==> src/sprites.mem <==
111_111_111_111_000_000_000_000
111_111_111_111_000_000_000_000
111_111_111_111_000_000_000_000
111_111_111_111_000_000_000_000
111_111_111_111_000_000_000_000
111_111_111_111_000_000_000_000
111_111_111_111_000_000_000_000
111_111_111_111_000_000_000_000
010_010_010_010_010_010_010_010
010_000_000_000_000_000_000_010
010_000_000_000_000_000_000_010
010_000_000_000_000_000_000_010
010_000_000_000_000_000_000_010
010_000_000_000_000_000_000_010
010_000_000_000_000_000_000_010
010_010_010_010_010_010_010_010
000_000_110_110_110_110_000_000
000_000_110_110_110_110_000_000
000_000_110_110_110_110_000_000
000_000_110_110_110_110_000_000
000_000_110_110_110_110_000_000
000_000_110_110_110_110_000_000
000_000_110_110_110_110_000_000
000_000_110_110_110_110_000_000
001_001_001_001_001_001_001_001
001_001_001_001_001_001_001_001
001_001_001_001_001_001_001_001
001_001_001_001_001_001_001_001
001_001_001_001_001_001_001_001
001_001_001_001_001_001_001_001
001_001_001_001_001_001_001_001
001_001_001_001_001_001_001_001
011_011_011_011_011_011_011_011
011_011_011_011_011_011_011_011
011_011_011_011_011_011_011_011
010_010_010_010_010_010_010_010
010_010_010_010_010_010_010_010
011_011_011_011_011_011_011_011
011_011_011_011_011_011_011_011
011_011_011_011_011_011_011_011
101_101_101_101_101_101_101_101
100_100_100_100_100_100_100_100
100_100_100_100_100_100_100_100
100_100_100_100_100_100_100_100
100_100_100_100_100_100_100_100
100_100_100_100_100_100_100_100
100_100_100_100_100_100_100_100
101_101_101_101_101_101_101_101

==> src/map.mem <==
011 011 011 011 011 011 011 011 011 011 011 011 011 011 011 011 011 011 011 011
011 011 100 100 100 011 011 011 011 011 011 011 011 011 011 011 011 011 011 011
011 011 011 011 011 011 011 011 011 011 101 011 011 011 011 011 011 011 011 011
011 011 011 011 011 011 011 011 011 011 011 011 011 011 011 011 011 011 011 011
011 011 011 011 011 011 011 011 011 011 011 011 011 011 011 011 011 011 011 011
011 011 011 011 011 100 100 100 100 011 011 011 011 011 011 011 011 011 011 011
011 011 011 011 011 011 011 011 011 011 011 011 011 011 011 011 011 011 011 011
011 011 011 011 011 011 011 011 011 011 011 011 011 011 011 011 011 011 011 011
011 011 011 011 011 011 011 011 011 011 011 011 011 011 011 011 011 011 011 011
011 011 011 011 011 011 011 011 011 011 011 011 011 011 011 011 011 011 011 101

==> src/tileRenderPkg.sv <==
package tileRenderPkg;

  // Screen geometry
  localparam logic [3:0] tileSize = 4'd8;
  localparam int lineBits = $clog2(tileSize);
  localparam int mapRows = 10;
  localparam int mapColumns = 20;
  localparam int spriteCount = 6;
  localparam int layerCount = 3;

  localparam logic [9:0] mapTop = 10'd40;
  localparam logic [9:0] mapLeft = 10'd80;
  localparam logic [9:0] mapBottom = 10'(mapTop + mapRows * tileSize - 1);
  localparam logic [9:0] mapRight = 10'(mapLeft + mapColumns * tileSize - 1);

  typedef enum logic [2:0] {
    codeClear,
    codeBlue,
    codeWhite,
    codeCyan,
    codeOrange,
    codeBlack,
    codeGreen,
    codeRed
  } pixelCode;

  typedef enum logic [2:0] {
    spriteRobot,
    spriteCursor,
    spriteTrash,
    spriteEmpty,
    spritePipe,
    spriteGoal
  } spriteId;

  // Leftmost pixel of a row sits in the top slot
  typedef logic [tileSize-1:0][2:0] tileRow;

  // Indexed by pixel code
  localparam logic [23:0] palette [8] = '{
    24'h000000,
    24'h0000FF,
    24'hFFFFFF,
    24'h00FFFF,
    24'hFFA500,
    24'h000000,
    24'h00FF00,
    24'hFF0000
  };

  // Drawing order, last layer ends up on top
  localparam spriteId overlaySprite [layerCount] = '{spriteTrash, spriteRobot, spriteCursor};

  // Sprite file holds 8 rows per sprite, in sprite id order
  localparam string spriteFile = "/design/src/sprites.mem";
  localparam string mapFile = "/design/src/map.mem";

endpackage

==> src/tileFetch.sv <==
`timescale 1ns/10ps

module tileFetch
  import tileRenderPkg::*;
(
  input  logic Clock25,
  input  logic rst,
  input  logic [9:0] pixelRow,
  input  logic [9:0] pixelColumn,
  output logic tileValid,
  output tileRow tileData,
  output logic [4:0] tileColumn,
  output logic [3:0] tileRowIndex,
  output logic [2:0] tileLine
);

  // One 3-bit sprite id per cell, row by row
  logic [2:0] mapRom [mapRows * mapColumns];
  tileRow spriteRom [spriteCount * tileSize];

  logic [9:0] rowOffset;
  logic [9:0] colOffset;
  logic inMapRows;
  logic atPrefetch;
  logic [4:0] nextColumn;
  logic [3:0] nextRow;
  logic [2:0] nextLine;
  logic [7:0] mapAddr;
  logic [2:0] cellSprite;

  initial
  begin
    $readmemb(mapFile, mapRom);
    $readmemb(spriteFile, spriteRom);
  end

  assign rowOffset = pixelRow - mapTop;
  // Fetch runs one tile ahead of the column being drawn
  assign colOffset = pixelColumn - (mapLeft - 10'(tileSize));

  assign inMapRows = pixelRow >= mapTop && pixelRow <= mapBottom;
  assign atPrefetch = colOffset < 10'(mapColumns * tileSize) &&
                      colOffset[lineBits-1:0] == '0;

  assign nextColumn = colOffset[lineBits +: 5];
  assign nextRow = rowOffset[lineBits +: 4];
  assign nextLine = rowOffset[lineBits-1:0];

  assign mapAddr = 8'(nextRow * mapColumns + nextColumn);
  assign cellSprite = mapRom[mapAddr];

  always_ff @(posedge Clock25)
  begin
    if (rst)
    begin
      tileValid <= 1'b0;
    end
    else
    begin
      tileValid <= inMapRows && atPrefetch;
    end
  end

  always_ff @(posedge Clock25)
  begin
    if (inMapRows && atPrefetch)
    begin
      tileData <= spriteRom[{cellSprite, nextLine}];
      tileColumn <= nextColumn;
      tileRowIndex <= nextRow;
      tileLine <= nextLine;
    end
  end

endmodule

==> config.mk <==
export PLATFORM = sky130hd
export DESIGN_NAME = tileFetch
export DESIGN_NICKNAME = d
export VERILOG_FILES = /design/src/tileRenderPkg.sv /design/src/tileFetch.sv
export SDC_FILE = /design/constraint.sdc
export NUM_CORES = 1
export LEC_CHECK = 0
export BUFFER_PORTS_ARGS = -buffer_cell sky130_fd_sc_hd__buf_4
export CORE_ASPECT_RATIO = 1.5
export CORE_MARGIN = 2
export CORE_UTILIZATION = 35
export DETAILED_ROUTE_END_ITERATION = 16
export GPL_TIMING_DRIVEN = 0
export PLACE_DENSITY = 0.78
export SKIP_CTS_REPAIR_TIMING = 1
export SYNTH_ARGS = -nofsm -noshare
export SYNTH_HDL_FRONTEND = slang
export SYNTH_SLANG_ARGS = --single-unit
==> constraint.sdc <==
create_clock -name Clock25 -period 2.5 [get_ports Clock25]
set_clock_uncertainty 0.2 [all_clocks]
set_input_delay 0.375 -clock Clock25 [delete_from_list [all_inputs] [get_ports Clock25]]
set_output_delay 0.375 -clock Clock25 [all_outputs]
set_load 0.02 [all_outputs]
== Word level (Yosys, flattened, before mapping) ==
Cells that the tools add are included.

* Flip-flop bits (word level): 37
* Output and inout bits: 37
* Logic and storage cells: 21

* Order comparisons: 3
* Add/sub/neg operators: 2
* Reduce and logical (&&, ||, !) cells: 4

{| class="wikitable"
|+ Operators with widths
! operator !! number
|-
| $ge 10x6->1 const B || 1
|-
| $le 10x7->1 const B || 1
|-
| $lt 10x8->1 const B || 1
|-
| $sub 10x7->10 const B || 1
|-
| $sub 7x6->7 const B || 1
|-
| $logic_and 1x1->1 || 3
|-
| $logic_not 3->1 || 1
|}

== Logic depth before layout (Yosys ltp) ==
* Word-level depth: 4
* Gate-level depth with buffers: 6
* Gate-level depth less buffers: 6

== Worst setup path after synthesis ==
Ideal clock, no wire load.

* Path type: input-to-reg
* From: input port pixelColumn[3]
* To: register tileColumn[0] (enable)
* Buffers on the path: 0
* Path slack: -63 ps
* Arrival time: 1967 ps
* Setup time: 396 ps
* Stages: 6
* Cells stage by stage: inv_1 > ha_1 > nand2b_1 > a211oi_2 > xor2_1 > nor3_1

* Cells in the longest elaborated chain, start to end: 4

{| class="wikitable"
|+ RTL lines
! what !! line !! text
|-
| from (decl) || tileFetch.sv:9 || <nowiki>input logic [9:0] pixelColumn,</nowiki>
|-
| $sub 10x7->10 || tileFetch.sv:39 || <nowiki>assign colOffset = pixelColumn - (mapLeft - 10'(tileSize));</nowiki>
|-
| $lt 10x8->1 || tileFetch.sv:42 || <nowiki>assign atPrefetch = colOffset < 10'(mapColumns * tileSize) &&</nowiki>
|-
| $logic_and 1x1->1 || tileFetch.sv:42 ||
|-
| $logic_and 1x1->1 || tileFetch.sv:66 || <nowiki>if (inMapRows && atPrefetch)</nowiki>
|-
| to (signal assigned) || tileFetch.sv:69 || <nowiki>tileColumn <= nextColumn;</nowiki>
|-
| to (decl) || tileFetch.sv:12 || <nowiki>output logic [4:0] tileColumn,</nowiki>
|}

Every way passes these cells.
A chain may end at the register's enable or synchronous reset.

== Final worst setup path ==
* From: input port pixelColumn[3]
* To: register tileRowIndex[3] (enable)

* Cells in the longest elaborated chain, start to end: 4

{| class="wikitable"
|+ RTL lines
! what !! line !! text
|-
| $sub 10x7->10 || tileFetch.sv:39 ||
|-
| net colOffset[3] || tileFetch.sv:22 || <nowiki>logic [9:0] colOffset;</nowiki>
|-
| $lt 10x8->1 || tileFetch.sv:42 ||
|-
| $logic_and 1x1->1 || tileFetch.sv:42 ||
|-
| $logic_and 1x1->1 || tileFetch.sv:66 ||
|-
| to (signal assigned) || tileFetch.sv:70 || <nowiki>tileRowIndex <= nextRow;</nowiki>
|-
| to (decl) || tileFetch.sv:13 || <nowiki>output logic [3:0] tileRowIndex,</nowiki>
|}

The timed path passes the listed nets, and every way through them passes these cells.

==> metrics <==
die area=2687 sq um; Layout Nets=159; fin util=54.37%; maximum clock path buffer count=2; CTS tree=built; Avg Cell Area, Syn=10.94 sq um; xor/xnor share of the synthesized area=6.583%; TritonCTS buffer count=3; Yosys reg bits=13; via count=629; Least-Margin Pin Slew=0.8744 ns; fill count=203; number of synthesized flops with an enable pin=12; Placer Congestion=0.6633; Synth area leaders=edfxtp_1 (45%), buf_4 (23%), inv_1 (3.8%), xnor2_1 (3.3%), xor2_1 (3.3%); Detailed Place HPWL=1.387 mm; core box area=2207 sq um; DR iter-0 viols=6; share of layout cells above drive strength 1=48.51%; # diodes=0; max-cap violations=0; Reg area=380.4 sq um; register area share after synthesis=47.65%; Worst Path Max Fanout=12; Initial Utilization=36.17%; # rows=21; CTS Sinks=13; final setup violating endpoints=0; num ports=59; final hold vios=0; Clk pin slew, worst setup/hold paths=0.07 ns; status=completed; post-synth top area cell=edfxtp_1; fin crit period=2.312 ns; total power=487.4 uW; area delta synth->final=50.31%; Synth warnings=0; Leak=0.6090 nW; post-DR vias/cell=4.006; Vert. Die Dim=62.49 um; unrepaired setup endpoints after global routing=false; antenna violations before repair=0; largest family of logic cells by synthesized area=buffers and inverters; list of most frequent post-synthesis cells=buf_4 (24), edfxtp_1 (12), inv_1 (8); Slew HR=41.39%; end of the worst hold path=tileValid; Die W=43.00 um; # port buffers=34; Crit Path Class=input pin to flip-flop; crit path DAT=2.01 ns; final antenna-violating net count=0; FFs w/ async S/R, synth=0%; hold_sp=rst; Synth cell types=21; Compound-Gate Fraction of Synth Area=6.897%; first drt pass iteration count=4; # DRC=0; most frequent cell after synthesis=buf_4; Hold Path Depth=2; Post-Syn Instances=73; period utilisation layout=92.48%; gr usage total=12.44%; wire per inst=9.783 um; VDD IR max=0.0001614 V; Startpoint Class=input pin; Worst EP required=2.19 ns; first-pass GRT wire length=2.580 mm; HP Class=input pin to flip-flop; # H-tree levels=1; cell area after synthesis=798.3 sq um; fin worst setup slack=0.1880 ns; P per Cell Area=406.2 nW/um^2; Adder-Cell Fraction of Synth Area=3.135%; Simple-Gate Fraction of Synth Area=8.934%; vias in the first global route=647; share of the synthesized area in the top cell type=45.14%; Worst setup EP type=flip-flop; Hold Slack=0.07187 ns; top_reg_cell synth=edfxtp_1; footprint of the multi-input gates=299.0 sq um; grt total ovfl=0; Routed WL=1.536 mm; FMAX=432.5 MHz; mux cell area share after synthesis=0%; largest net degree at the start of global routing=13; Clock Tree Root=clkbuf_4; final count of pins violating max slew=0; DP Worst Slack=-0.1140 ns
## flip-flops by register name, indices dropped and copies added (netlist names)
| name | flops |
|---|---|
| tileColumn | 5 |
| tileRowIndex | 4 |
| tileValid | 1 |
| tileLine | 3 |
## report_power, final
group / switching, mW / internal (mW)
clock: 0.0618 / 0.0617
sequential: 0.000123 / 0.239
combinational: 0.0643 / 0.0600
total: 0.126 / 0.361
## layout by cell type (no fill, tap or decap), drive strengths merged
master,Yosys,routed
a21oi,1,1
o21ai,1,1
inv,8,8
xnor2,3,3
dfxtp,1,1
a211oi,1,1
a311oi,1,1
xor2,3,3
nor4b,1,1
conb,1,24
edfxtp,12,12
nor3,2,2
buf,24,58
o2111ai,2,2
nor4,2,2
nand2,1,1
clkbuf,0,4
nand2b,1,1
a31oi,1,1
nor2,5,5
ha,2,2
## area by class of cell
type                       instances  share of cell area, %
clock buffer                       4                  2.190
multi-input combinational         51                  24.92
buffer                            24                  15.02
sequential                        13                  31.70
tap                               23                  2.398
inverter                           8                  2.503
timing repair buffer              34                  21.27
## worst max-delay path by stage
stage / start / to / slack, ns
3_5_place_dp: pixelColumn[3] / tileColumn[2] / -0.11
6_report: pixelColumn[3] / tileRowIndex[3] / 0.19
4_1_cts: pixelColumn[3] / tileLine[2] / 0.15
3_3_place_gp: pixelColumn[3] / tileColumn[1] / -0.02
2_1_floorplan: pixelColumn[3] / tileColumn[0] / 0.30
5_1_grt: pixelColumn[3] / tileRowIndex[2] / 0.07
## metrics by stage
step                setup TNS (ns)  cells  cell area, sq um
floorplan                        0     96             889.6
global placement           -0.2933    153              1174
detailed placement          -1.364    153              1174
CTS                              0    157              1200
global route                     0    157              1200
finish                           0    157              1200
## metal layers
layer | wire length [um] | vias to the layer above | share of wire (%) | track usage [%]
met1 | 504 | 273 | 33 | 12.29
met5 | 0 | - | 0 | 0
met2 | 890 | 34 | 58 | 23.86
li1 | - | 322 | - | -
met3 | 141 | 0 | 9.2 | 2.890
met4 | 0 | 0 | 0 | 4.545
## kinds of logic after synthesis
group | count (synthesis)
xor+xnor | 6
fa+ha+maj | 2
other cells | 1
simple gates | 12
buf+inv | 32
compound gates | 7
flops | 13
## worst max-delay path: stages
cell and delay [ns]:
buf_4 0.12, inv_1 0.07, ha_1 0.28, nand2b_1 0.11, a211oi_2 0.24, xor2_1 0.12, nor3_2 0.68
Power figures use the tool's default switching activity.
