File: src/sprites.mem
111_111_111_111_000_000_000_000
111_111_111_111_000_000_000_000
111_111_111_111_000_000_000_000
111_111_111_111_000_000_000_000
111_111_111_111_000_000_000_000
111_111_111_111_000_000_000_000
111_111_111_111_000_000_000_000
111_111_111_111_000_000_000_000
010_010_010_010_010_010_010_010
010_000_000_000_000_000_000_010
010_000_000_000_000_000_000_010
010_000_000_000_000_000_000_010
010_000_000_000_000_000_000_010
010_000_000_000_000_000_000_010
010_000_000_000_000_000_000_010
010_010_010_010_010_010_010_010
000_000_110_110_110_110_000_000
000_000_110_110_110_110_000_000
000_000_110_110_110_110_000_000
000_000_110_110_110_110_000_000
000_000_110_110_110_110_000_000
000_000_110_110_110_110_000_000
000_000_110_110_110_110_000_000
000_000_110_110_110_110_000_000
001_001_001_001_001_001_001_001
001_001_001_001_001_001_001_001
001_001_001_001_001_001_001_001
001_001_001_001_001_001_001_001
001_001_001_001_001_001_001_001
001_001_001_001_001_001_001_001
001_001_001_001_001_001_001_001
001_001_001_001_001_001_001_001
011_011_011_011_011_011_011_011
011_011_011_011_011_011_011_011
011_011_011_011_011_011_011_011
010_010_010_010_010_010_010_010
010_010_010_010_010_010_010_010
011_011_011_011_011_011_011_011
011_011_011_011_011_011_011_011
011_011_011_011_011_011_011_011
101_101_101_101_101_101_101_101
100_100_100_100_100_100_100_100
100_100_100_100_100_100_100_100
100_100_100_100_100_100_100_100
100_100_100_100_100_100_100_100
100_100_100_100_100_100_100_100
100_100_100_100_100_100_100_100
101_101_101_101_101_101_101_101

File: src/map.mem
011 011 011 011 011 011 011 011 011 011 011 011 011 011 011 011 011 011 011 011
011 011 100 100 100 011 011 011 011 011 011 011 011 011 011 011 011 011 011 011
011 011 011 011 011 011 011 011 011 011 101 011 011 011 011 011 011 011 011 011
011 011 011 011 011 011 011 011 011 011 011 011 011 011 011 011 011 011 011 011
011 011 011 011 011 011 011 011 011 011 011 011 011 011 011 011 011 011 011 011
011 011 011 011 011 100 100 100 100 011 011 011 011 011 011 011 011 011 011 011
011 011 011 011 011 011 011 011 011 011 011 011 011 011 011 011 011 011 011 011
011 011 011 011 011 011 011 011 011 011 011 011 011 011 011 011 011 011 011 011
011 011 011 011 011 011 011 011 011 011 011 011 011 011 011 011 011 011 011 011
011 011 011 011 011 011 011 011 011 011 011 011 011 011 011 011 011 011 011 101

File: src/tileRenderPkg.sv
package tileRenderPkg;

  // Screen geometry
  localparam logic [3:0] tileSize = 4'd8;
  localparam int lineBits = $clog2(tileSize);
  localparam int mapRows = 10;
  localparam int mapColumns = 20;
  localparam int spriteCount = 6;
  localparam int layerCount = 3;

  localparam logic [9:0] mapTop = 10'd40;
  localparam logic [9:0] mapLeft = 10'd80;
  localparam logic [9:0] mapBottom = 10'(mapTop + mapRows * tileSize - 1);
  localparam logic [9:0] mapRight = 10'(mapLeft + mapColumns * tileSize - 1);

  typedef enum logic [2:0] {
    codeClear,
    codeBlue,
    codeWhite,
    codeCyan,
    codeOrange,
    codeBlack,
    codeGreen,
    codeRed
  } pixelCode;

  typedef enum logic [2:0] {
    spriteRobot,
    spriteCursor,
    spriteTrash,
    spriteEmpty,
    spritePipe,
    spriteGoal
  } spriteId;

  // Leftmost pixel of a row sits in the top slot
  typedef logic [tileSize-1:0][2:0] tileRow;

  // Indexed by pixel code
  localparam logic [23:0] palette [8] = '{
    24'h000000,
    24'h0000FF,
    24'hFFFFFF,
    24'h00FFFF,
    24'hFFA500,
    24'h000000,
    24'h00FF00,
    24'hFF0000
  };

  // Drawing order, last layer ends up on top
  localparam spriteId overlaySprite [layerCount] = '{spriteTrash, spriteRobot, spriteCursor};

  // Sprite file holds 8 rows per sprite, in sprite id order
  localparam string spriteFile = "/design/src/sprites.mem";
  localparam string mapFile = "/design/src/map.mem";

endpackage

File: src/overlayLayer.sv
`timescale 1ns/10ps

module overlayLayer
  import tileRenderPkg::*;
#(
  parameter int layerIndex = 0
)
(
  input  logic Clock25,
  input  logic rst,
  input  logic inValid,
  input  tileRow inData,
  input  logic [4:0] inColumn,
  input  logic [3:0] inRow,
  input  logic [2:0] inLine,
  input  logic [4:0] objectColumn,
  input  logic [3:0] objectRow,
  output logic outValid,
  output tileRow outData,
  output logic [4:0] outColumn,
  output logic [3:0] outRow,
  output logic [2:0] outLine
);

  localparam spriteId layerSprite = overlaySprite[layerIndex];

  tileRow spriteRom [spriteCount * tileSize];
  tileRow spriteData;
  tileRow mergedData;
  logic objectHere;

  initial
  begin
    $readmemb(spriteFile, spriteRom);
  end

  assign spriteData = spriteRom[{layerSprite, inLine}];

  // A parked object never matches, tiles only span rows 0..9 and columns 0..19
  assign objectHere = objectColumn == inColumn && objectRow == inRow;

  always_comb
  begin
    mergedData = inData;
    if (objectHere)
    begin
      for (int i = 0; i < tileSize; i++)
      begin
        if (spriteData[i] != codeClear)
        begin
          mergedData[i] = spriteData[i];
        end
      end
    end
  end

  always_ff @(posedge Clock25)
  begin
    if (rst)
    begin
      outValid <= 1'b0;
    end
    else
    begin
      outValid <= inValid;
    end
  end

  always_ff @(posedge Clock25)
  begin
    outData <= mergedData;
    outColumn <= inColumn;
    outRow <= inRow;
    outLine <= inLine;
  end

endmodule

File: config.mk
export PLATFORM = sky130hd
export DESIGN_NAME = overlayLayer
export DESIGN_NICKNAME = d
export VERILOG_FILES = /design/src/tileRenderPkg.sv /design/src/overlayLayer.sv
export SDC_FILE = /design/constraint.sdc
export NUM_CORES = 1
export LEC_CHECK = 0
export ABC_AREA = 1
export BUFFER_PORTS_ARGS = -buffer_cell sky130_fd_sc_hd__buf_2
export CAP_MARGIN = 10
export CORE_MARGIN = 2
export CORE_UTILIZATION = 31
export CTS_CLUSTER_DIAMETER = 100
export DETAILED_ROUTE_END_ITERATION = 6
export GPL_TIMING_DRIVEN = 0
export PLACE_DENSITY = 0.77
export SLEW_MARGIN = 25
export SYNTH_ARGS = -nofsm -noshare
export SYNTH_HDL_FRONTEND = slang
export SYNTH_SLANG_ARGS = --single-unit
File: constraint.sdc
create_clock -name Clock25 -period 0.8 [get_ports Clock25]
set_input_delay 0 -clock Clock25 [delete_from_list [all_inputs] [get_ports Clock25]]
set_output_delay 0 -clock Clock25 [all_outputs]
set_load 0.01 [all_outputs]
After elaboration in Yosys (flattened, before gate mapping)
Index checks and enable logic that the tools add are counted.
{"block": "word_totals", "regBits": 37, "in_bits": 48}
{"block": "classes", "n_eq_ne": 2, "mux": 9, "reduce_logical": 9}
{"cell": "$mux W24", "count": 1}
{"cell": "$mux W3", "count": 8}
{"cell": "$reduce_bool A3 Y1 const A", "count": 8}
{"cell": "$eq A5 B5 Y1", "count": 1}
{"cell": "$eq A4 B4 Y1", "count": 1}
{"cell": "$logic_and A1 B1 Y1", "count": 1}

Logic depth before layout (Yosys ltp)
{"block": "depth", "ltp_word": 3, "mapped_depth": 2, "depth_no_buf": 2}

Worst setup path before layout
No wires, ideal clock.
{"block": "synth_path", "path_type": "register to output", "from": "reg outColumn[0]", "to": "out outColumn[0]", "t_arrival_ps": 331, "setup_slack_ps": 469, "stages_incl_launch_ff": 1, "n_path_buf": 0, "cell_sequence": "dfxtp_1"}
{"element": "start, declared", "line": "overlayLayer.sv:20", "rtl": "output logic [4:0] outColumn,"}
{"element": "start signal, assigned", "line": "overlayLayer.sv:72", "rtl": "outColumn <= inColumn;"}
No word-level cell between the ends.

Final worst setup path
{"block": "layout_path", "from": "reg outRow[1]", "to": "out outRow[1]"}
{"element": "start, declared", "line": "overlayLayer.sv:21", "rtl": "output logic [3:0] outRow,"}
{"element": "start signal, assigned", "line": "overlayLayer.sv:73", "rtl": "outRow <= inRow;"}
No word-level cell between the ends.

==> impl_metrics.py <==
metrics = {
    "cts": {
        "cts.htree.levels": 2,
        "cts-buffers-inserted": 5,
        "numClockSinks": 37,
        "bufs_on_longest_clock_path": 2,
        "path_clk_slew_ps": 100,
        "cts-root-buf": "sky130_fd_sc_hd__clkbuf_4",
        "cts_tree": "yes",
    },
    "setup_path": {
        "critical_path_peak_fanout": 1,
        "critical_path_depth": 1,
        "critPathTopFamily": "flip-flops",
        "path_class": "reg -> out",
        "timing.critical_path.slowest_stage_cell": "sky130_fd_sc_hd__dfxtp_2",
        "req_time_crit_path_ps": 800,
        "worstSetupStartpoint": "outRow[1]",
        "timing.critical_path.from_type": "flip-flop",
        "data_arrival_time_of_the_critical_path_ps": 780,
        "worstSetupEndpoint": "outRow[1]",
        "path_buf_inv": 1,
        "worst_path_largest_cell_delay_ps": 340,
        "crit_path_cell_trace": "buf_6",
        "crit_path_end_kind": "output port",
    },
    "logic_synthesis": {
        "synth_edf_count": 0,
        "async_flop_share_pct": 0,
        "ys_top_cells_by_area": "sky130_fd_sc_hd__dfxtp_1 (99%), sky130_fd_sc_hd__nor2_2 (0.83%), sky130_fd_sc_hd__inv_1 (0.50%)",
        "count_of_synthesis_stage_warnings_from_yosys": 0,
        "synth.area.mux_share_pct": 0,
        "total_standard_cell_area_after_synthesis_um2": 751,
        "synth_top_cell_area_share_pct": 98.7,
        "synth-simple-area-share_pct": 0.833,
        "synthFlopType": "sky130_fd_sc_hd__dfxtp_1",
        "synth_most_common_cell": "sky130_fd_sc_hd__dfxtp_1",
        "xor_and_xnor_area_share_after_synthesis_pct": 0,
        "number_of_synthesized_register_bits": 37,
        "avgSynthCellArea_um2": 19.2,
        "postSynthNetCount": 87,
        "synth_compound_gate_area_share_pct": 0,
        "synth_top_cell_by_area": "sky130_fd_sc_hd__dfxtp_1",
        "synth_top_family_by_area": "simple AND/OR/NAND/NOR gates",
        "synth_adder_area_share_pct": 0,
        "post_synth_num_cell_types": 3,
        "post_synth_most_frequent_cells": "sky130_fd_sc_hd__dfxtp_1 (37), sky130_fd_sc_hd__inv_1 (1), sky130_fd_sc_hd__nor2_2 (1)",
        "synthesis.instances": 39,
        "yosysSeqAreaShare_pct": 98.7,
    },
    "global_routing": {
        "grt.total_usage_pct": 15.1,
        "overflow": 0,
        "grt_start_max_net_pins": 12,
        "first_global_vias": 692,
        "number_of_antenna_violations_at_the_first_check_in_global_routing": 0,
        "grt_first_pass_wirelength_mm": 2.78,
    },
    "die": {
        "initial_utilization_pct": 33.3,
        "die_area_mm2": 0.00283,
        "horizontal_extent_of_the_die_um": 53.2,
        "design.portCount": 85,
        "overall_die_height_um": 53.2,
        "core.rowCount": 17,
        "fp.coreArea_mm2": 0.00225,
    },
    "detailed_routing": {
        "routed-via-count": 713,
        "post_drt_wl_per_cell_um": 10.8,
        "drcViolationCount": 0,
        "total_wire_length_after_detailed_routing_mm": 2.02,
        "initialDrtViolationCount": 1,
        "detail_route.first_pass.iterations": 3,
        "post_drt_via_cell_ratio": 3.79,
        "ant_nets": 0,
    },
    "pwr": {
        "peakVddDrop_v": 0.00200,
        "pint_w": 0.00274,
        "net_switching_power_of_the_design_w": 0.000703,
        "proportion_of_power_drawn_by_flip_flops_and_latches_pct": 57.4,
        "combinational_power_share_pct": 12.1,
        "total_leakage_power_nw": 0.839,
        "power_density_mw_per_mm2": 2030,
        "share_clk_of_total_power_pct": 30.5,
        "power.switching_fraction_pct": 20.4,
    },
    "placed_design": {
        "detailed_place.area_mm2": 0.00116,
        "dp.cells": 142,
        "dp_hpwl_mm": 1.25,
        "gp_congestion": 0.606,
        "placement.setup.worst_slack_ps": 373,
        "port_buffers": 75,
    },
    "cells_and_area": {
        "fraction_of_the_core_area_covered_by_cells_at_the_end_of_the_flow_pct": 75.1,
        "layoutNonFillerInstCount": 188,
        "syn2layout_area_growth_pct": 125,
        "antenna-diode-count": 0,
        "post_route_cells_drive_above_1_share_pct": 58.8,
        "cell_area_after_layout_mm2": 0.00169,
        "final_net_count": 207,
    },
    "sta": {
        "min_period_over_period_pct": 96.9,
        "relSlewSlack_pct": 93.0,
        "max_freq_ghz": 1.29,
        "min_clock_period_post_route_ps": 776,
        "max_slew.worst_pin.slew_ps": 105,
        "setup_viol_count_final": 0,
        "report.final.hold_viol_count": 0,
        "rsz0062_at_grt": "true",
        "finalWorstSetupSlack_ps": 24.5,
        "maxSlewViolCount": 0,
    },
    "flow_run": {
        "max_cap_violations": 0,
    },
    "min_path": {
        "worst_min_delay_path_class": "in -> reg",
    },
    "outcome": {
        "status": "complete, no violations",
    },
}
how the worst min path moves through the flow:
| stage | from | to | slack [ps] | cells past startpoint |
|---|---|---|---|---|
| floorplan | inColumn[0] | outColumn[0] | 30 | 0 |
| global placement | inRow[1] | outRow[1] | 100 | 1 |
| detailed placement | inData[4] | outData[4] | 100 | 1 |
| CTS | inData[22] | outData[22] | 280 | 2 |
| global route | inData[1] | outData[1] | 280 | 2 |
| finish | inData[22] | outData[22] | 290 | 2 |
timing repair:
action | in CTS | in global routing
hold endpoints to repair | 37 | 0
hold buffers | 38 | 0
resized for setup | 1 | 20
endpoints found under the setup margin | 1 | 30
setup buffers | 0 | 0
logic make-up after synthesis:
kind of cell	count (synthesis)
simple gates	1
flops	37
buf+inv	1
state kept, by name (all words and copies together), names as in the netlist:
register   flops
outRow         4
outColumn      5
outLine        3
outData       24
outValid       1
cell usage in the layout, fill, tap and decap left out:
master                          instances
sky130_fd_sc_hd__nor2_2                 1
sky130_fd_sc_hd__clkbuf_8               2
sky130_fd_sc_hd__clkinv_2               1
sky130_fd_sc_hd__buf_2                 64
sky130_fd_sc_hd__inv_1                  1
sky130_fd_sc_hd__dlygate4sd3_1         38
sky130_fd_sc_hd__dfxtp_2               10
sky130_fd_sc_hd__buf_6                 11
sky130_fd_sc_hd__clkbuf_4               5
sky130_fd_sc_hd__dfxtp_1               27
power by group through the flow:
| stage | clock (W) | combinational [W] | sequential, W |
|---|---|---|---|
| CTS | 0.00109 | 0.000382 | 0.00196 |
| detailed placement | 0 | 0.000239 | 0.00200 |
| global placement | 0 | 0.000236 | 0.00200 |
| finish | 0.00105 | 0.000415 | 0.00198 |
| floorplan | 0 | 0.00000283 | 0.00206 |
| global route | 0.00118 | 0.000449 | 0.00198 |
layout make-up:
type                    count  area, um^2
repair buffers            113         825
flip-flops and latches     37         753
fillers                   166         562
clock buffers               7        65.1
well taps                  28        35.0
multi-input cells           1        6.26
clock inverters             1        5.00
inverters                   1        3.75
metal layers:
layer	vias up	global-route usage, %	wire length (um)
met5	-	0	0
met4	0	10.3	34
met3	4	7.06	198
met2	46	28.6	1100
met1	305	11.6	691
li1	358	-	-
per-stage QoR:
step | power, W | hold slack [ps] | setup TNS (ps)
2_1_floorplan | 0.00206 | 27.7 | 0
3_3_place_gp | 0.00224 | 102 | 0
3_5_place_dp | 0.00224 | 104 | 0
4_1_cts | 0.00344 | 284 | 0
5_1_grt | 0.00361 | 284 | -359
6_report | 0.00344 | 292 | 0
Note: power is estimated with default switching activity, not from simulation.
