**src/sprites.mem**
```
111_111_111_111_000_000_000_000
111_111_111_111_000_000_000_000
111_111_111_111_000_000_000_000
111_111_111_111_000_000_000_000
111_111_111_111_000_000_000_000
111_111_111_111_000_000_000_000
111_111_111_111_000_000_000_000
111_111_111_111_000_000_000_000
010_010_010_010_010_010_010_010
010_000_000_000_000_000_000_010
010_000_000_000_000_000_000_010
010_000_000_000_000_000_000_010
010_000_000_000_000_000_000_010
010_000_000_000_000_000_000_010
010_000_000_000_000_000_000_010
010_010_010_010_010_010_010_010
000_000_110_110_110_110_000_000
000_000_110_110_110_110_000_000
000_000_110_110_110_110_000_000
000_000_110_110_110_110_000_000
000_000_110_110_110_110_000_000
000_000_110_110_110_110_000_000
000_000_110_110_110_110_000_000
000_000_110_110_110_110_000_000
001_001_001_001_001_001_001_001
001_001_001_001_001_001_001_001
001_001_001_001_001_001_001_001
001_001_001_001_001_001_001_001
001_001_001_001_001_001_001_001
001_001_001_001_001_001_001_001
001_001_001_001_001_001_001_001
001_001_001_001_001_001_001_001
011_011_011_011_011_011_011_011
011_011_011_011_011_011_011_011
011_011_011_011_011_011_011_011
010_010_010_010_010_010_010_010
010_010_010_010_010_010_010_010
011_011_011_011_011_011_011_011
011_011_011_011_011_011_011_011
011_011_011_011_011_011_011_011
101_101_101_101_101_101_101_101
100_100_100_100_100_100_100_100
100_100_100_100_100_100_100_100
100_100_100_100_100_100_100_100
100_100_100_100_100_100_100_100
100_100_100_100_100_100_100_100
100_100_100_100_100_100_100_100
101_101_101_101_101_101_101_101

```
**src/map.mem**
```
011 011 011 011 011 011 011 011 011 011 011 011 011 011 011 011 011 011 011 011
011 011 100 100 100 011 011 011 011 011 011 011 011 011 011 011 011 011 011 011
011 011 011 011 011 011 011 011 011 011 101 011 011 011 011 011 011 011 011 011
011 011 011 011 011 011 011 011 011 011 011 011 011 011 011 011 011 011 011 011
011 011 011 011 011 011 011 011 011 011 011 011 011 011 011 011 011 011 011 011
011 011 011 011 011 100 100 100 100 011 011 011 011 011 011 011 011 011 011 011
011 011 011 011 011 011 011 011 011 011 011 011 011 011 011 011 011 011 011 011
011 011 011 011 011 011 011 011 011 011 011 011 011 011 011 011 011 011 011 011
011 011 011 011 011 011 011 011 011 011 011 011 011 011 011 011 011 011 011 011
011 011 011 011 011 011 011 011 011 011 011 011 011 011 011 011 011 011 011 101

```
**src/tileRenderPkg.sv**
```systemverilog
package tileRenderPkg;

  // Screen geometry
  localparam logic [3:0] tileSize = 4'd8;
  localparam int lineBits = $clog2(tileSize);
  localparam int mapRows = 10;
  localparam int mapColumns = 20;
  localparam int spriteCount = 6;
  localparam int layerCount = 3;

  localparam logic [9:0] mapTop = 10'd40;
  localparam logic [9:0] mapLeft = 10'd80;
  localparam logic [9:0] mapBottom = 10'(mapTop + mapRows * tileSize - 1);
  localparam logic [9:0] mapRight = 10'(mapLeft + mapColumns * tileSize - 1);

  typedef enum logic [2:0] {
    codeClear,
    codeBlue,
    codeWhite,
    codeCyan,
    codeOrange,
    codeBlack,
    codeGreen,
    codeRed
  } pixelCode;

  typedef enum logic [2:0] {
    spriteRobot,
    spriteCursor,
    spriteTrash,
    spriteEmpty,
    spritePipe,
    spriteGoal
  } spriteId;

  // Leftmost pixel of a row sits in the top slot
  typedef logic [tileSize-1:0][2:0] tileRow;

  // Indexed by pixel code
  localparam logic [23:0] palette [8] = '{
    24'h000000,
    24'h0000FF,
    24'hFFFFFF,
    24'h00FFFF,
    24'hFFA500,
    24'h000000,
    24'h00FF00,
    24'hFF0000
  };

  // Drawing order, last layer ends up on top
  localparam spriteId overlaySprite [layerCount] = '{spriteTrash, spriteRobot, spriteCursor};

  // Sprite file holds 8 rows per sprite, in sprite id order
  localparam string spriteFile = "/design/src/sprites.mem";
  localparam string mapFile = "/design/src/map.mem";

endpackage

```
**src/tilePixelOut.sv**
```systemverilog
`timescale 1ns/10ps

module tilePixelOut
  import tileRenderPkg::*;
(
  input  logic Clock25,
  input  logic rst,
  input  logic [9:0] pixelRow,
  input  logic [9:0] pixelColumn,
  input  logic inValid,
  input  tileRow inData,
  output logic [23:0] rgb
);

  // Next tile waits in pending until its left edge comes up
  tileRow pendingRow;
  tileRow activeRow;

  logic [9:0] colOffset;
  logic inMap;
  logic tileEdge;
  logic [2:0] pixelSlot;
  logic [2:0] currentCode;

  assign colOffset = pixelColumn - mapLeft;

  assign inMap = pixelRow >= mapTop && pixelRow <= mapBottom &&
                 pixelColumn >= mapLeft && pixelColumn <= mapRight;

  assign tileEdge = colOffset[lineBits-1:0] == '0;
  assign pixelSlot = 3'(tileSize - 1) - colOffset[lineBits-1:0];

  // On the edge the active row still holds the previous tile
  assign currentCode = tileEdge ? pendingRow[pixelSlot] : activeRow[pixelSlot];

  always_ff @(posedge Clock25)
  begin
    if (inValid)
    begin
      pendingRow <= inData;
    end
    if (inMap && tileEdge)
    begin
      activeRow <= pendingRow;
    end
  end

  always_ff @(posedge Clock25)
  begin
    if (rst)
    begin
      rgb <= palette[codeBlack];
    end
    else if (inMap)
    begin
      rgb <= palette[currentCode];
    end
    else
    begin
      rgb <= palette[codeBlack];
    end
  end

endmodule

```
**config.mk**
```make
export PLATFORM = sky130hd
export DESIGN_NAME = tilePixelOut
export DESIGN_NICKNAME = d
export VERILOG_FILES = /design/src/tileRenderPkg.sv /design/src/tilePixelOut.sv
export SDC_FILE = /design/constraint.sdc
export NUM_CORES = 1
export LEC_CHECK = 0
export ABC_AREA = 0
export BUFFER_PORTS_ARGS = -buffer_cell sky130_fd_sc_hd__buf_2
export CAP_MARGIN = 30
export CORE_MARGIN = 4
export CORE_UTILIZATION = 50
export DETAILED_ROUTE_END_ITERATION = 10
export HOLD_SLACK_MARGIN = 0.02
export PLACE_DENSITY_LB_ADDON = 0.08
export SETUP_SLACK_MARGIN = 0.1
export SLEW_MARGIN = 20
export SYNTH_ARGS = -nofsm -noshare
export SYNTH_HDL_FRONTEND = slang
export SYNTH_SLANG_ARGS = --single-unit
```
**constraint.sdc**
```tcl
create_clock -name Clock25 -period 7.75 [get_ports Clock25]
set_input_delay 1.55 -clock Clock25 [delete_from_list [all_inputs] [get_ports Clock25]]
set_output_delay 1.55 -clock Clock25 [all_outputs]
set_load 0.1 [all_outputs]
```
# After elaboration in Yosys (flattened, before gate mapping)
# Memories as Yosys holds them, arrays and structs flattened. A register that Yosys moved wholly into a read port is not among the register bits.
# Cells that the tools add are included.
# classes
add_sub_neg	2
n_mul	0
n_div	0
n_lt_le_gt_ge	5
eq_ne	0
shift	0
muxes	5
bitwise_logic	2
n_reduce_logical	6
# op_table
cell	n
$bmux 3 s3	2
$ge 10x6->1 const B	1
$ge 10x7->1 const B	1
$le 10x7->1 const B	1
$le 10x8->1 const B	1
$mux 3	3
$logic_and 1x1->1	4
$lt 3x4->1 const B	1
$not 3->4	1
$logic_not 3->1	1
$sub 3x1->3 const B	1
$sub 3x3->3 const A	1
$reduce_or 2->1	1
$not 1->1	1
# totals
reg_bits	48
latch_bits	0
mem_bits_rw	0
rom_bits	192
out_inout_bits	24
word_cells	37
n_memories	1
# mem_list
name	depth	width	rd	rd_clocked_by_memory_dff	wr	line_no	source
(name not given)	8	24	1	1	0	tilePixelOut.sv:56	rgb <= palette[currentCode];

# Longest topological paths before layout
# Gate-level depths: netlist (run 1).
# logic_depth
ltp_word	6
ltp_mapped	8
mapped_depth_nobuf	7

# Least setup slack after synthesis (run 1)
# Ideal clock, no wire load.
# synth_path
path_type	input to register
start	input port pixelRow[7]
end	register activeRow[0] in the netlist's numbering (enable)
arrival_time_ps	4288
path_slack_ps	3010
stages	4
path_buffers	0
cell_sequence	nor3_1 -> o211ai_1 -> or3_1 -> nor4_1
# synth_between
elab_chain_len	5
word_cells_on_any_way	6
classes_between	order compare (2); reduce/logical (4)
# synth_rtl
item	line_no	source
start, declared	tilePixelOut.sv:8	input logic [9:0] pixelRow,
$ge 10x6->1 or $le 10x7->1 (tied branches)	tilePixelOut.sv:27	assign inMap = pixelRow >= mapTop && pixelRow <= mapBottom &&
$logic_and 1x1->1 * (2 in a row)	tilePixelOut.sv:27	
$logic_and 1x1->1 *	tilePixelOut.sv:28	pixelColumn >= mapLeft && pixelColumn <= mapRight;
$logic_and 1x1->1 *	tilePixelOut.sv:42	if (inMap && tileEdge)
end signal, assigned	tilePixelOut.sv:44	activeRow <= pendingRow;
end, declared	tilePixelOut.sv:17	tileRow activeRow;
# Mark *: on every way between the ends. The rest lies on a longest branch, timed or not.
# A chain may end at the register's enable or synchronous reset.

# Final worst setup path (run 1)
# layout_path
start	input port pixelColumn[1]
end	register rgb[22]
# layout_between
elab_chain_len	6
word_cells_on_any_way	15
classes_between	add/sub (2); order compare (2); mux (5); bitwise (2); reduce/logical (4)
# layout_rtl
item	line_no	source
start, declared	tilePixelOut.sv:9	input logic [9:0] pixelColumn,
$sub 3x1->3	tilePixelOut.sv:25	assign colOffset = pixelColumn - mapLeft;
$sub 3x3->3	tilePixelOut.sv:31	assign pixelSlot = 3'(tileSize - 1) - colOffset[lineBits-1:0];
$bmux 3 s3	tilePixelOut.sv:34	assign currentCode = tileEdge ? pendingRow[pixelSlot] : activeRow[pixelSlot];
$mux 3 (not written as such)	tilePixelOut.sv:34	
$mux 3	tilePixelOut.sv:34	
$not 3->4 (not written as such)	tilePixelOut.sv:56	
end, declared	tilePixelOut.sv:12	output logic [23:0] rgb
# Parallel ways exist; a longest one is shown, timed or not. The select of a mux whose other input is x is not followed.

==> results of run 1 <==
==> metal layers <==
layer  up-vias  GRT usage [%]  wire, um
li1        485              -         -
met1       435           12.8      1040
met2        60           18.2      1190
met3         4           5.76       367
met4         0           4.47        29
met5         -              0         0
==> cell type report <==
class	instances	area (um^2)	area share, %
Sequential cell	49	1430	62.3
Multi-Input combinational cell	31	353	15.4
Timing Repair Buffer	67	338	14.7
Clock buffer	6	72.6	3.16
Tap cell	48	60.1	2.62
Clock inverter	2	33.8	1.47
Inverter	2	7.51	0.327
==> kinds of logic after synthesis <==
logic type,Yosys count,synth area share (%)
adder cells (fa/ha/maj),2,1.28
AND/OR/NAND/NOR,14,4.11
buffers and inverters,24,8.85
AO/OA/AOI/OAI,5,2.31
multiplexers,10,10.1
flip-flops,49,73.4
==> worst reg2reg max path, cell delays in order (launching register included) <==
cell	delay, ns
edfxtp_1	0.37
mux4_1	0.50
mux2_2	0.33
inv_1	0.07
ha_1	0.22
inv_1	0.05
mux2i_1	0.06
nor3_1	0.12
==> registers in the layout, indices dropped and copies added (netlist names) <==
| register | flops |
|---|---|
| pendingRow | 24 |
| rgb | 4 |
| activeRow | 21 |
==> final timing paths <==
check / slack (ns) / to
max: 4.74 / rgb[22]$_SDFF_PP0_
max reg2reg: 5.95 / rgb[22]$_SDFF_PP0_
min reg2reg: 0.42 / activeRow[20]$_DFFE_PP_
min: 0.42 / activeRow[20]$_DFFE_PP_
==> synthesized netlist by cell type <==
cell       n
nor2_1     2
a21boi_2   2
mux4_1     4
mux2_4     1
o21a_1     2
nor3_1     2
nand4_1    2
ha_1       2
nor4_1     3
mux4_2     2
buf_4     20
clkbuf_1   1
nand2b_4   1
inv_1      2
mux2i_1    2
or3_1      1
nand2_1    3
o211ai_1   1
dfxtp_1    4
buf_6      1
mux2_2     1
edfxtp_1  45
==> per-stage QoR <==
| stage | total power, mW | instances |
|---|---|---|
| 6_report | 0.501 | 205 |
| 5_1_grt | 0.526 | 205 |
| 4_1_cts | 0.508 | 205 |
| 3_5_place_dp | 0.340 | 197 |
| 3_3_place_gp | 0.338 | 197 |
| 2_1_floorplan | 0.324 | 104 |
==> report_power, final <==
group	internal (mW)	switching (mW)
logic	0.0150	0.0155
clock network	0.0951	0.0732
registers	0.300	0.00229
==> qor.yml, run 1 <==
worst_hold_path:
  hold_class: "reg -> reg"
  hold_start: "pendingRow[20]$_DFFE_PP_"
  holdPathStages: 0
timing:
  finClkSkew_ns: 0.00474
  worst_slack_ns: 4.74
  fin_tns_setup_ns: 0
  rsz0062_at_grt: "no"
  layout_min_cycle_time_ns: 3.01
  post-route-period-util_pct: 38.9
  finalHoldViolCount: 0
  hold_ws_ns: 0.421
  report.final.slew_viol_count: 0
  tightestPinTransition_ns: 0.508
  fmax_mhz: 332
  slew_headroom_pct: 66.1
  setup_viol: 0
floorplanning:
  die_w_um: 70.5
  die_h_um: 70.5
  io_pins: 71
  initial_core_util_pct: 52.5
  core_area_um2: 3720
  rows: 22
  die_area_um2: 4960
critical_path:
  startpoint: "pixelColumn[1]"
  cp-start-kind: "input port"
  worstPathCellList: "buf_2 -> mux4_1 -> mux2_2 -> inv_1 -> ha_1 -> inv_1 -> mux2i_1 -> nor3_1"
  cp_common_cell: "inv_1"
  cp_top_family: "multiplexers"
  path_max_fanout: 7
  worstSetupEndpointType: "register"
  cp.required_ns: 7.96
  critPathMaxStageDelay_ns: 0.59
  slowest_stage: "mux4_1"
  cp_num_buf_inv: 3
  reg2reg_from: "activeRow[19]$_DFFE_PP_"
  crit_type: "in -> reg"
  arrival_ns: 3.23
  crit_cells: 8
  reg2reg_depth: 7
power:
  leakagePower_nw: 0.953
  peakVddDrop_v: 0.000177
  p_per_area_nw_per_um2: 218
synth:
  synth_fp_nets: 153
  synth_area_um2: 1950
  ys_types: 22
  synth_area_leaders: "edfxtp_1, buf_4, mux4_1"
  synthCells: 104
  synth.top_cell.area_share_pct: 69.3
  ys_warn_count: 0
  synth_largest_area_cell: "edfxtp_1"
  synth-seq-area-share_pct: 73.4
  synth_seq_cells: 49
  postSynthAreaPerCell_um2: 18.8
cells_and_area:
  final_common_cell: "buf_2"
  layout_common_cells: "buf_2, edfxtp_1, clkbuf_8"
  fin_util_pct: 61.8
  fillers: 280
  drive_gt1_share_pct: 51.6
  fin_area_um2: 2300
  area_delta_synth_final_pct: 17.7
  antenna_cells: 0
  finalNetCount: 205
cts:
  cts_sinks: 49
  cts_resized: 0
  clockBufferDepth: 2
  cts_tree: "done"
  worstSkewPairLatency_ns: 0.29
  cts-buffers-inserted: 5
  cts.reportedPaths.clkPinSlew_ns: 0.08
  postCtsSetupRepairBufs: 0
  cts_hold_buf: 0
  cts-htree-levels: 2
  root_buffer: "clkbuf_8"
routing:
  ant_nets: 0
  dr.pass1.iters: 2
  avgViaCountPerCell: 4.80
  wl_per_cell_um: 12.8
  wirelength_um: 2620
  drt_iter0_markers: 9
  drcViolationCount: 0
  num_vias: 984
placement:
  pre_cts_slack_ns: 4.41
  port_buffers: 66
  place.gp.congestion: 0.811
  hpwl_um: 1940
  place_area_um2: 2190
flow_run:
  cap_violations: 0
global_routing:
  grt_pass1_wl_um: 4220
  antenna_found_initial: 0
  grt_pass1_vias: 975
  grt_max_degree: 25
  grt.overflow.total: 0
  grt_usage_pct: 11.3
status:
  status: "completed"
(Power assumes the default switching activity.)
==> run 2, diff against run 1 <==
--- a/config.mk
+++ b/config.mk
@@ -5,11 +5,11 @@
 export SDC_FILE = /design/constraint.sdc
 export NUM_CORES = 1
 export LEC_CHECK = 0
-export ABC_AREA = 0
+export ABC_AREA = 1
 export BUFFER_PORTS_ARGS = -buffer_cell sky130_fd_sc_hd__buf_2
 export CAP_MARGIN = 30
 export CORE_MARGIN = 4
-export CORE_UTILIZATION = 50
+export CORE_UTILIZATION = 44
 export DETAILED_ROUTE_END_ITERATION = 10
 export HOLD_SLACK_MARGIN = 0.02
 export PLACE_DENSITY_LB_ADDON = 0.08
==> constraint.sdc (replaced) <==
create_clock -name Clock25 -period 2.6 [get_ports Clock25]
set_input_delay 0.52 -clock Clock25 [delete_from_list [all_inputs] [get_ports Clock25]]
set_output_delay 0.52 -clock Clock25 [all_outputs]
set_load 0.1 [all_outputs]
==> qor.yml, run 2 <==
status:
  status: "completed"
routing:
  wl_per_cell_um: 11.2  # -12%
  num_vias: 1260  # +28%
  wirelength_um: 3010  # +15%
  drt_iter0_markers: 84  # +75
  ant_nets: 0  # unchanged
  avgViaCountPerCell: 4.70  # -2.1%
  dr.pass1.iters: 4  # +2
  drcViolationCount: 0  # unchanged
floorplanning:
  initial_core_util_pct: 46.4  # -6.1 points
  rows: 24  # +9.1%
  core_area_um2: 4440  # +20%
  die_w_um: 76.4  # +8.5%
  die_area_um2: 5840  # +18%
  io_pins: 71  # unchanged
  die_h_um: 76.4  # +8.5%
critical_path:
  slowest_stage: "buf_2"
  r2r_end: "rgb[22]$_SDFF_PP0_"
  arrival_ns: 1.15  # -2.08 ns
  worstPathCellList: "buf_2"
  cp_top_family: "buffers and inverters"
  cp.required_ns: 2.08  # -5.88 ns
  rrSetupSlack_ns: 1.30  # -4.65 ns
  worstSetupEndpointType: "output port"
  reg2reg_from: "activeRow[1]$_DFFE_PP_"
  path_max_fanout: 8  # +1
  critPathMaxStageDelay_ns: 0.46  # -0.13 ns
  startpoint: "rgb[7]$_SDFF_PP0_"
  crit_type: "reg -> out"
  cp_num_buf_inv: 1  # -2
  cp-start-kind: "register"
  crit_cells: 1  # -7
  reg2reg_depth: 9  # +2
synth:
  synth-edff-count: 45  # unchanged
  synth.most_common_cell: "edfxtp_1"
  synthTopCellsByCount: "edfxtp_1, nand2_1, buf_4"
  synth_ff_type: "edfxtp_1"
  synthCells: 164  # +58%
  synth_area_leaders: "edfxtp_1, buf_4, nand2_1"
  ys_async_sr_fraction_pct: 0  # unchanged
  synth-seq-area-share_pct: 69.5  # -3.9 points
  postSynthAreaPerCell_um2: 12.6  # -33%
  ys_warn_count: 0  # unchanged
  ys_types: 20  # -9.1%
  synth.top_cell.area_share_pct: 65.6  # -3.7 points
  synth_fp_nets: 213  # +39%
  synth_largest_area_cell: "edfxtp_1"
  synth_seq_cells: 49  # unchanged
  synth_area_um2: 2060  # +5.6%
global_routing:
  grt.overflow.total: 0  # unchanged
  antenna_found_initial: 0  # unchanged
  grt_usage_pct: 11.0  # -0.35 points
  grt_max_degree: 25  # unchanged
  grt_pass1_wl_um: 5230  # +24%
  grt_pass1_vias: 1220  # +25%
cts:
  cts_sinks: 49  # unchanged
  cts_resized: 0  # unchanged
  postCtsSetupRepairBufs: 0  # unchanged
  cts_tree: "done"
  cts.reportedPaths.clkPinSlew_ns: 0.09  # about the same
  cts_hold_buf: 0  # unchanged
  cts-buffers-inserted: 5  # unchanged
  cts-htree-levels: 2  # unchanged
  clockBufferDepth: 2  # unchanged
  worstSkewPairLatency_ns: 0.29  # about the same
  root_buffer: "clkbuf_8"
cells_and_area:
  top_register: "pendingRow"
  reg.largest.list: "pendingRow x24, activeRow x21, rgb x4"
  layout_common_cells: "buf_2, edfxtp_1, nand2_1"
  largest_reg_flops: 24  # unchanged
  antenna_cells: 0  # unchanged
  fin_cells: 268  # +31%
  final_common_cell: "buf_2"
  fillers: 402  # +44%
  drive_gt1_share_pct: 40.3  # -11 points
  area_delta_synth_final_pct: 15.5
  finalNetCount: 264  # +29%
  fin_util_pct: 53.6  # -8.2 points
timing:
  report.final.slew_viol_count: 0  # unchanged
  finClkSkew_ns: 0.00294  # -0.00180 ns
  tightestPinTransition_ns: 0.527  # +0.0188 ns
  hold_ws_ns: 0.395  # -0.0267 ns
  setup_viol: 0  # unchanged
  rsz0062_at_grt: "no"
  fmax_mhz: 598
  post-route-period-util_pct: 64.3
  finalHoldViolCount: 0  # unchanged
  layout_min_cycle_time_ns: 1.67
  fin_tns_setup_ns: 0  # unchanged
  slew_headroom_pct: 64.9  # -1.3 points
worst_hold_path:
  holdPathStages: 1  # +1
  hold_class: "in -> reg"
  hold_end: "pendingRow[16]$_DFFE_PP_"
  hold_start: "inData[16]"
power:
  leakagePower_nw: 1.06  # +12%
  finalPower_mw: 1.44  # +190%
  peakVddDrop_v: 0.000327  # +85%
  p_per_area_nw_per_um2: 605  # +180%
flow_run:
  cap_violations: 0  # unchanged
placement:
  hpwl_um: 2330  # +20%
  place.gp.congestion: 0.795  # -1.9%
  port_buffers: 66  # unchanged
  place_inst: 260  # +32%
[run 2: cell types whose count changed after synthesis, moves of 3 or more]
cell	delta
nand3_1	+16
a21oi_1	+3
mux4_1	-4
nand2_1	+35
inv_2	+4
inv_1	+10
[run 2: how the worst max path moves through the flow]
stage                         endpoint  slack, ns
6_report                        rgb[0]       0.93
5_1_grt                        rgb[16]       0.81
4_1_cts                         rgb[0]       0.91
3_5_place_dp   activeRow[18]$_DFFE_PP_       0.65
3_3_place_gp   activeRow[18]$_DFFE_PP_       0.66
2_1_floorplan   activeRow[0]$_DFFE_PP_       0.53
[run 2: area by class of cell]
type                    count  area [um^2]  area share, %
multi-input cells          76          397           16.7
flip-flops and latches     49         1430           60.1
clock buffers               5         68.8           2.89
clock inverters             3         21.3          0.893
inverters                  16         60.1           2.52
well taps                  52         65.1           2.73
repair buffers             67          338           14.2
[run 2: cells by family after synthesis]
logic type	count (synthesis)	synth area share [%]
flip-flops	49	69.5
AND/OR/NAND/NOR	69	15.7
buffers and inverters	39	12.0
adder cells (fa/ha/maj)	2	1.21
AO/OA/AOI/OAI	5	1.58
[run 2: per-stage QoR]
stage	setup slack, ns	cell area [um^2]
floorplan	0.530	2080
global placement	0.661	2290
detailed placement	0.648	2290
CTS	0.905	2380
global route	0.806	2380
finish	0.927	2380
[run 2: where the power goes]
part / leakage (nW) / switching [mW] / internal (mW)
combinational: 0.562 / 0.0649 / 0.0414
clock: 0.0462 / 0.239 / 0.191
sequential: 0.456 / 0.00753 / 0.895
total: 1.06 / 0.312 / 1.13
[run 2: metal layers]
| layer | routed length, um | up-vias | track usage [%] | share of wire (%) |
|---|---|---|---|---|
| met4 | 36 | 0 | 3.26 | 1.2 |
| met5 | 0 | - | 0 | 0 |
| li1 | - | 637 | - | - |
| met2 | 1460 | 61 | 19.0 | 48 |
| met3 | 311 | 5 | 4.14 | 10 |
| met1 | 1210 | 557 | 12.6 | 40 |
==> run 3, diff against run 2 <==
==> constraint.sdc (replaced) <==
create_clock -name Clock25 -period 1.3 [get_ports Clock25]
set_input_delay 0.26 -clock Clock25 [delete_from_list [all_inputs] [get_ports Clock25]]
set_output_delay 0.26 -clock Clock25 [all_outputs]
set_load 0.1 [all_outputs]
==> qor.yml, run 3 (synthesis results as in run 2) <==
status:
  status: "completed"
power:
  p_per_area_nw_per_um2: 1080  # +78%
  leakagePower_nw: 1.21  # +13%
  peakVddDrop_v: 0.000839  # +160%
  finalPower_mw: 3.19  # +120%
floorplanning:
  rows: 24  # unchanged
  die_area_um2: 5840  # unchanged
  die_w_um: 76.4  # unchanged
  core_area_um2: 4440  # unchanged
  die_h_um: 76.4  # unchanged
  io_pins: 71  # unchanged
  initial_core_util_pct: 46.4  # unchanged
routing:
  wirelength_um: 3510  # +17%
  avgViaCountPerCell: 4.81  # +2.3%
  num_vias: 1327  # +5.3%
  drcViolationCount: 0  # unchanged
  wl_met2_um: 1650  # +13%
  met3RoutedLength_um: 332  # +6.8%
  maxUsedRoutingLayer: "met4"
  drt_iter0_markers: 39  # -54%
  routedLengthMet1_um: 1470  # +22%
  ant_nets: 0  # unchanged
  wl_per_cell_um: 12.7  # +13%
  dr.pass1.iters: 4  # unchanged
timing:
  worst_slack_ns: 0.0223  # -0.905 ns
  setup_viol: 0  # unchanged
  finalHoldViolCount: 0  # unchanged
  fmax_mhz: 783
  layout_min_cycle_time_ns: 1.28
  hold_ws_ns: 0.128  # -0.267 ns
  rsz0062_at_grt: "yes"
  report.final.slew_viol_count: 0  # unchanged
  fin_tns_setup_ns: 0  # unchanged
  tightestPinTransition_ns: 0.257  # -0.270 ns
  slew_headroom_pct: 82.7  # +18 points
  post-route-period-util_pct: 98.3
  finClkSkew_ns: 0.00677  # +0.00383 ns
critical_path:
  startpoint: "rgb[22]$_SDFF_PP0_"
  crit_type: "reg -> out"
  cp.required_ns: 1.04  # -1.04 ns
  cp-start-kind: "register"
  slowest_stage: "dfxtp_4"
  critPathMaxStageDelay_ns: 0.50  # +0.04 ns
  reg2reg_from: "activeRow[13]$_DFFE_PP_"
  r2r_end: "rgb[22]$_SDFF_PP0_"
  arrival_ns: 1.02  # -0.13 ns
  crit_cells: 1  # unchanged
  cp_num_buf_inv: 1  # unchanged
  endpoint: "rgb[18]"
  worstSetupEndpointType: "output port"
  reg2reg_depth: 9  # unchanged
  path_max_fanout: 8  # unchanged
  cp_top_family: "flip-flops"
  rrSetupSlack_ns: 0.05  # -1.25 ns
  worstPathCellList: "buf_12"
cts:
  cts-htree-levels: 2  # unchanged
  cts_tree: "done"
  root_buffer: "clkbuf_8"
  cts_sinks: 49  # unchanged
  postCtsSetupRepairBufs: 0  # unchanged
  cts-buffers-inserted: 5  # unchanged
  clockBufferDepth: 2  # unchanged
  cts_hold_buf: 0  # unchanged
  cts.reportedPaths.clkPinSlew_ns: 0.09  # about the same
  worstSkewPairLatency_ns: 0.30  # about the same
placement:
  place.gp.congestion: 0.837  # +5.3%
  place_inst: 268  # +3.1%
  hpwl_um: 2720  # +17%
  pre_cts_slack_ns: -0.218  # -0.866 ns
  port_buffers: 66  # unchanged
  place_area_um2: 2790  # +22%
cells_and_area:
  layout_common_cells: "edfxtp_1, buf_2, nand2_1"
  finalNetCount: 272  # +3.0%
  final_common_cell: "edfxtp_1"
  drive_gt1_share_pct: 50.4  # +10 points
  fillers: 324  # -19%
  antenna_cells: 0  # unchanged
  fin_area_um2: 2960  # +24%
  fin_cells: 276  # +3.0%
  top_register: "pendingRow"
  fin_util_pct: 66.6  # +13 points
  largest_reg_flops: 24  # unchanged
  reg.largest.list: "pendingRow x24, activeRow x21, rgb x4"
  area_delta_synth_final_pct: 43.7
global_routing:
  grt_usage_pct: 12.5  # +1.5 points
  grt_pass1_vias: 1262  # +3.4%
  grt.overflow.total: 0  # unchanged
  antenna_found_initial: 0  # unchanged
  grt_max_degree: 25  # unchanged
  grt_pass1_wl_um: 5730  # +9.6%
worst_hold_path:
  holdPathStages: 1  # unchanged
  hold_class: "in -> reg"
flow_run:
  cap_violations: 0  # unchanged
[run 3: power by group]
group | internal [mW] | switching, mW | total (mW)
Sequential | 1.78 | 0.0168 | 1.80
Clock | 0.586 | 0.508 | 1.09
Combinational | 0.133 | 0.161 | 0.294
Total | 2.50 | 0.686 | 3.19
[run 3: what timing repair did]
item,CTS,global route
endpoints found under the setup margin,18,27
gates resized for setup,2,12
pin swaps,3,17
[run 3: metal layers]
layer | global-route usage [%] | up-vias
met4 | 5.43 | 0
met5 | 0 | -
met3 | 5.56 | 7
met1 | 14.3 | 606
met2 | 20.3 | 61
li1 | - | 653
[run 3: worst min path at each step]
stage                            startpoint                        to  slack, ns
finish                            inData[6]   pendingRow[6]$_DFFE_PP_       0.13
floorplan                         inData[0]   pendingRow[0]$_DFFE_PP_       0.36
global route                     inData[18]  pendingRow[18]$_DFFE_PP_       0.10
detailed placement  pendingRow[8]$_DFFE_PP_    activeRow[8]$_DFFE_PP_       0.40
CTS                               inData[9]   pendingRow[9]$_DFFE_PP_       0.11
global placement    pendingRow[5]$_DFFE_PP_    activeRow[5]$_DFFE_PP_       0.40
[run 3: area by class of cell]
type	instances	area, um^2	share of cell area (%)
flip-flops and latches	49	1450	48.8
repair buffers	75	800	27.0
multi-input cells	76	458	15.5
inverters	16	76.3	2.58
clock buffers	5	68.8	2.32
well taps	52	65.1	2.20
clock inverters	3	47.5	1.61
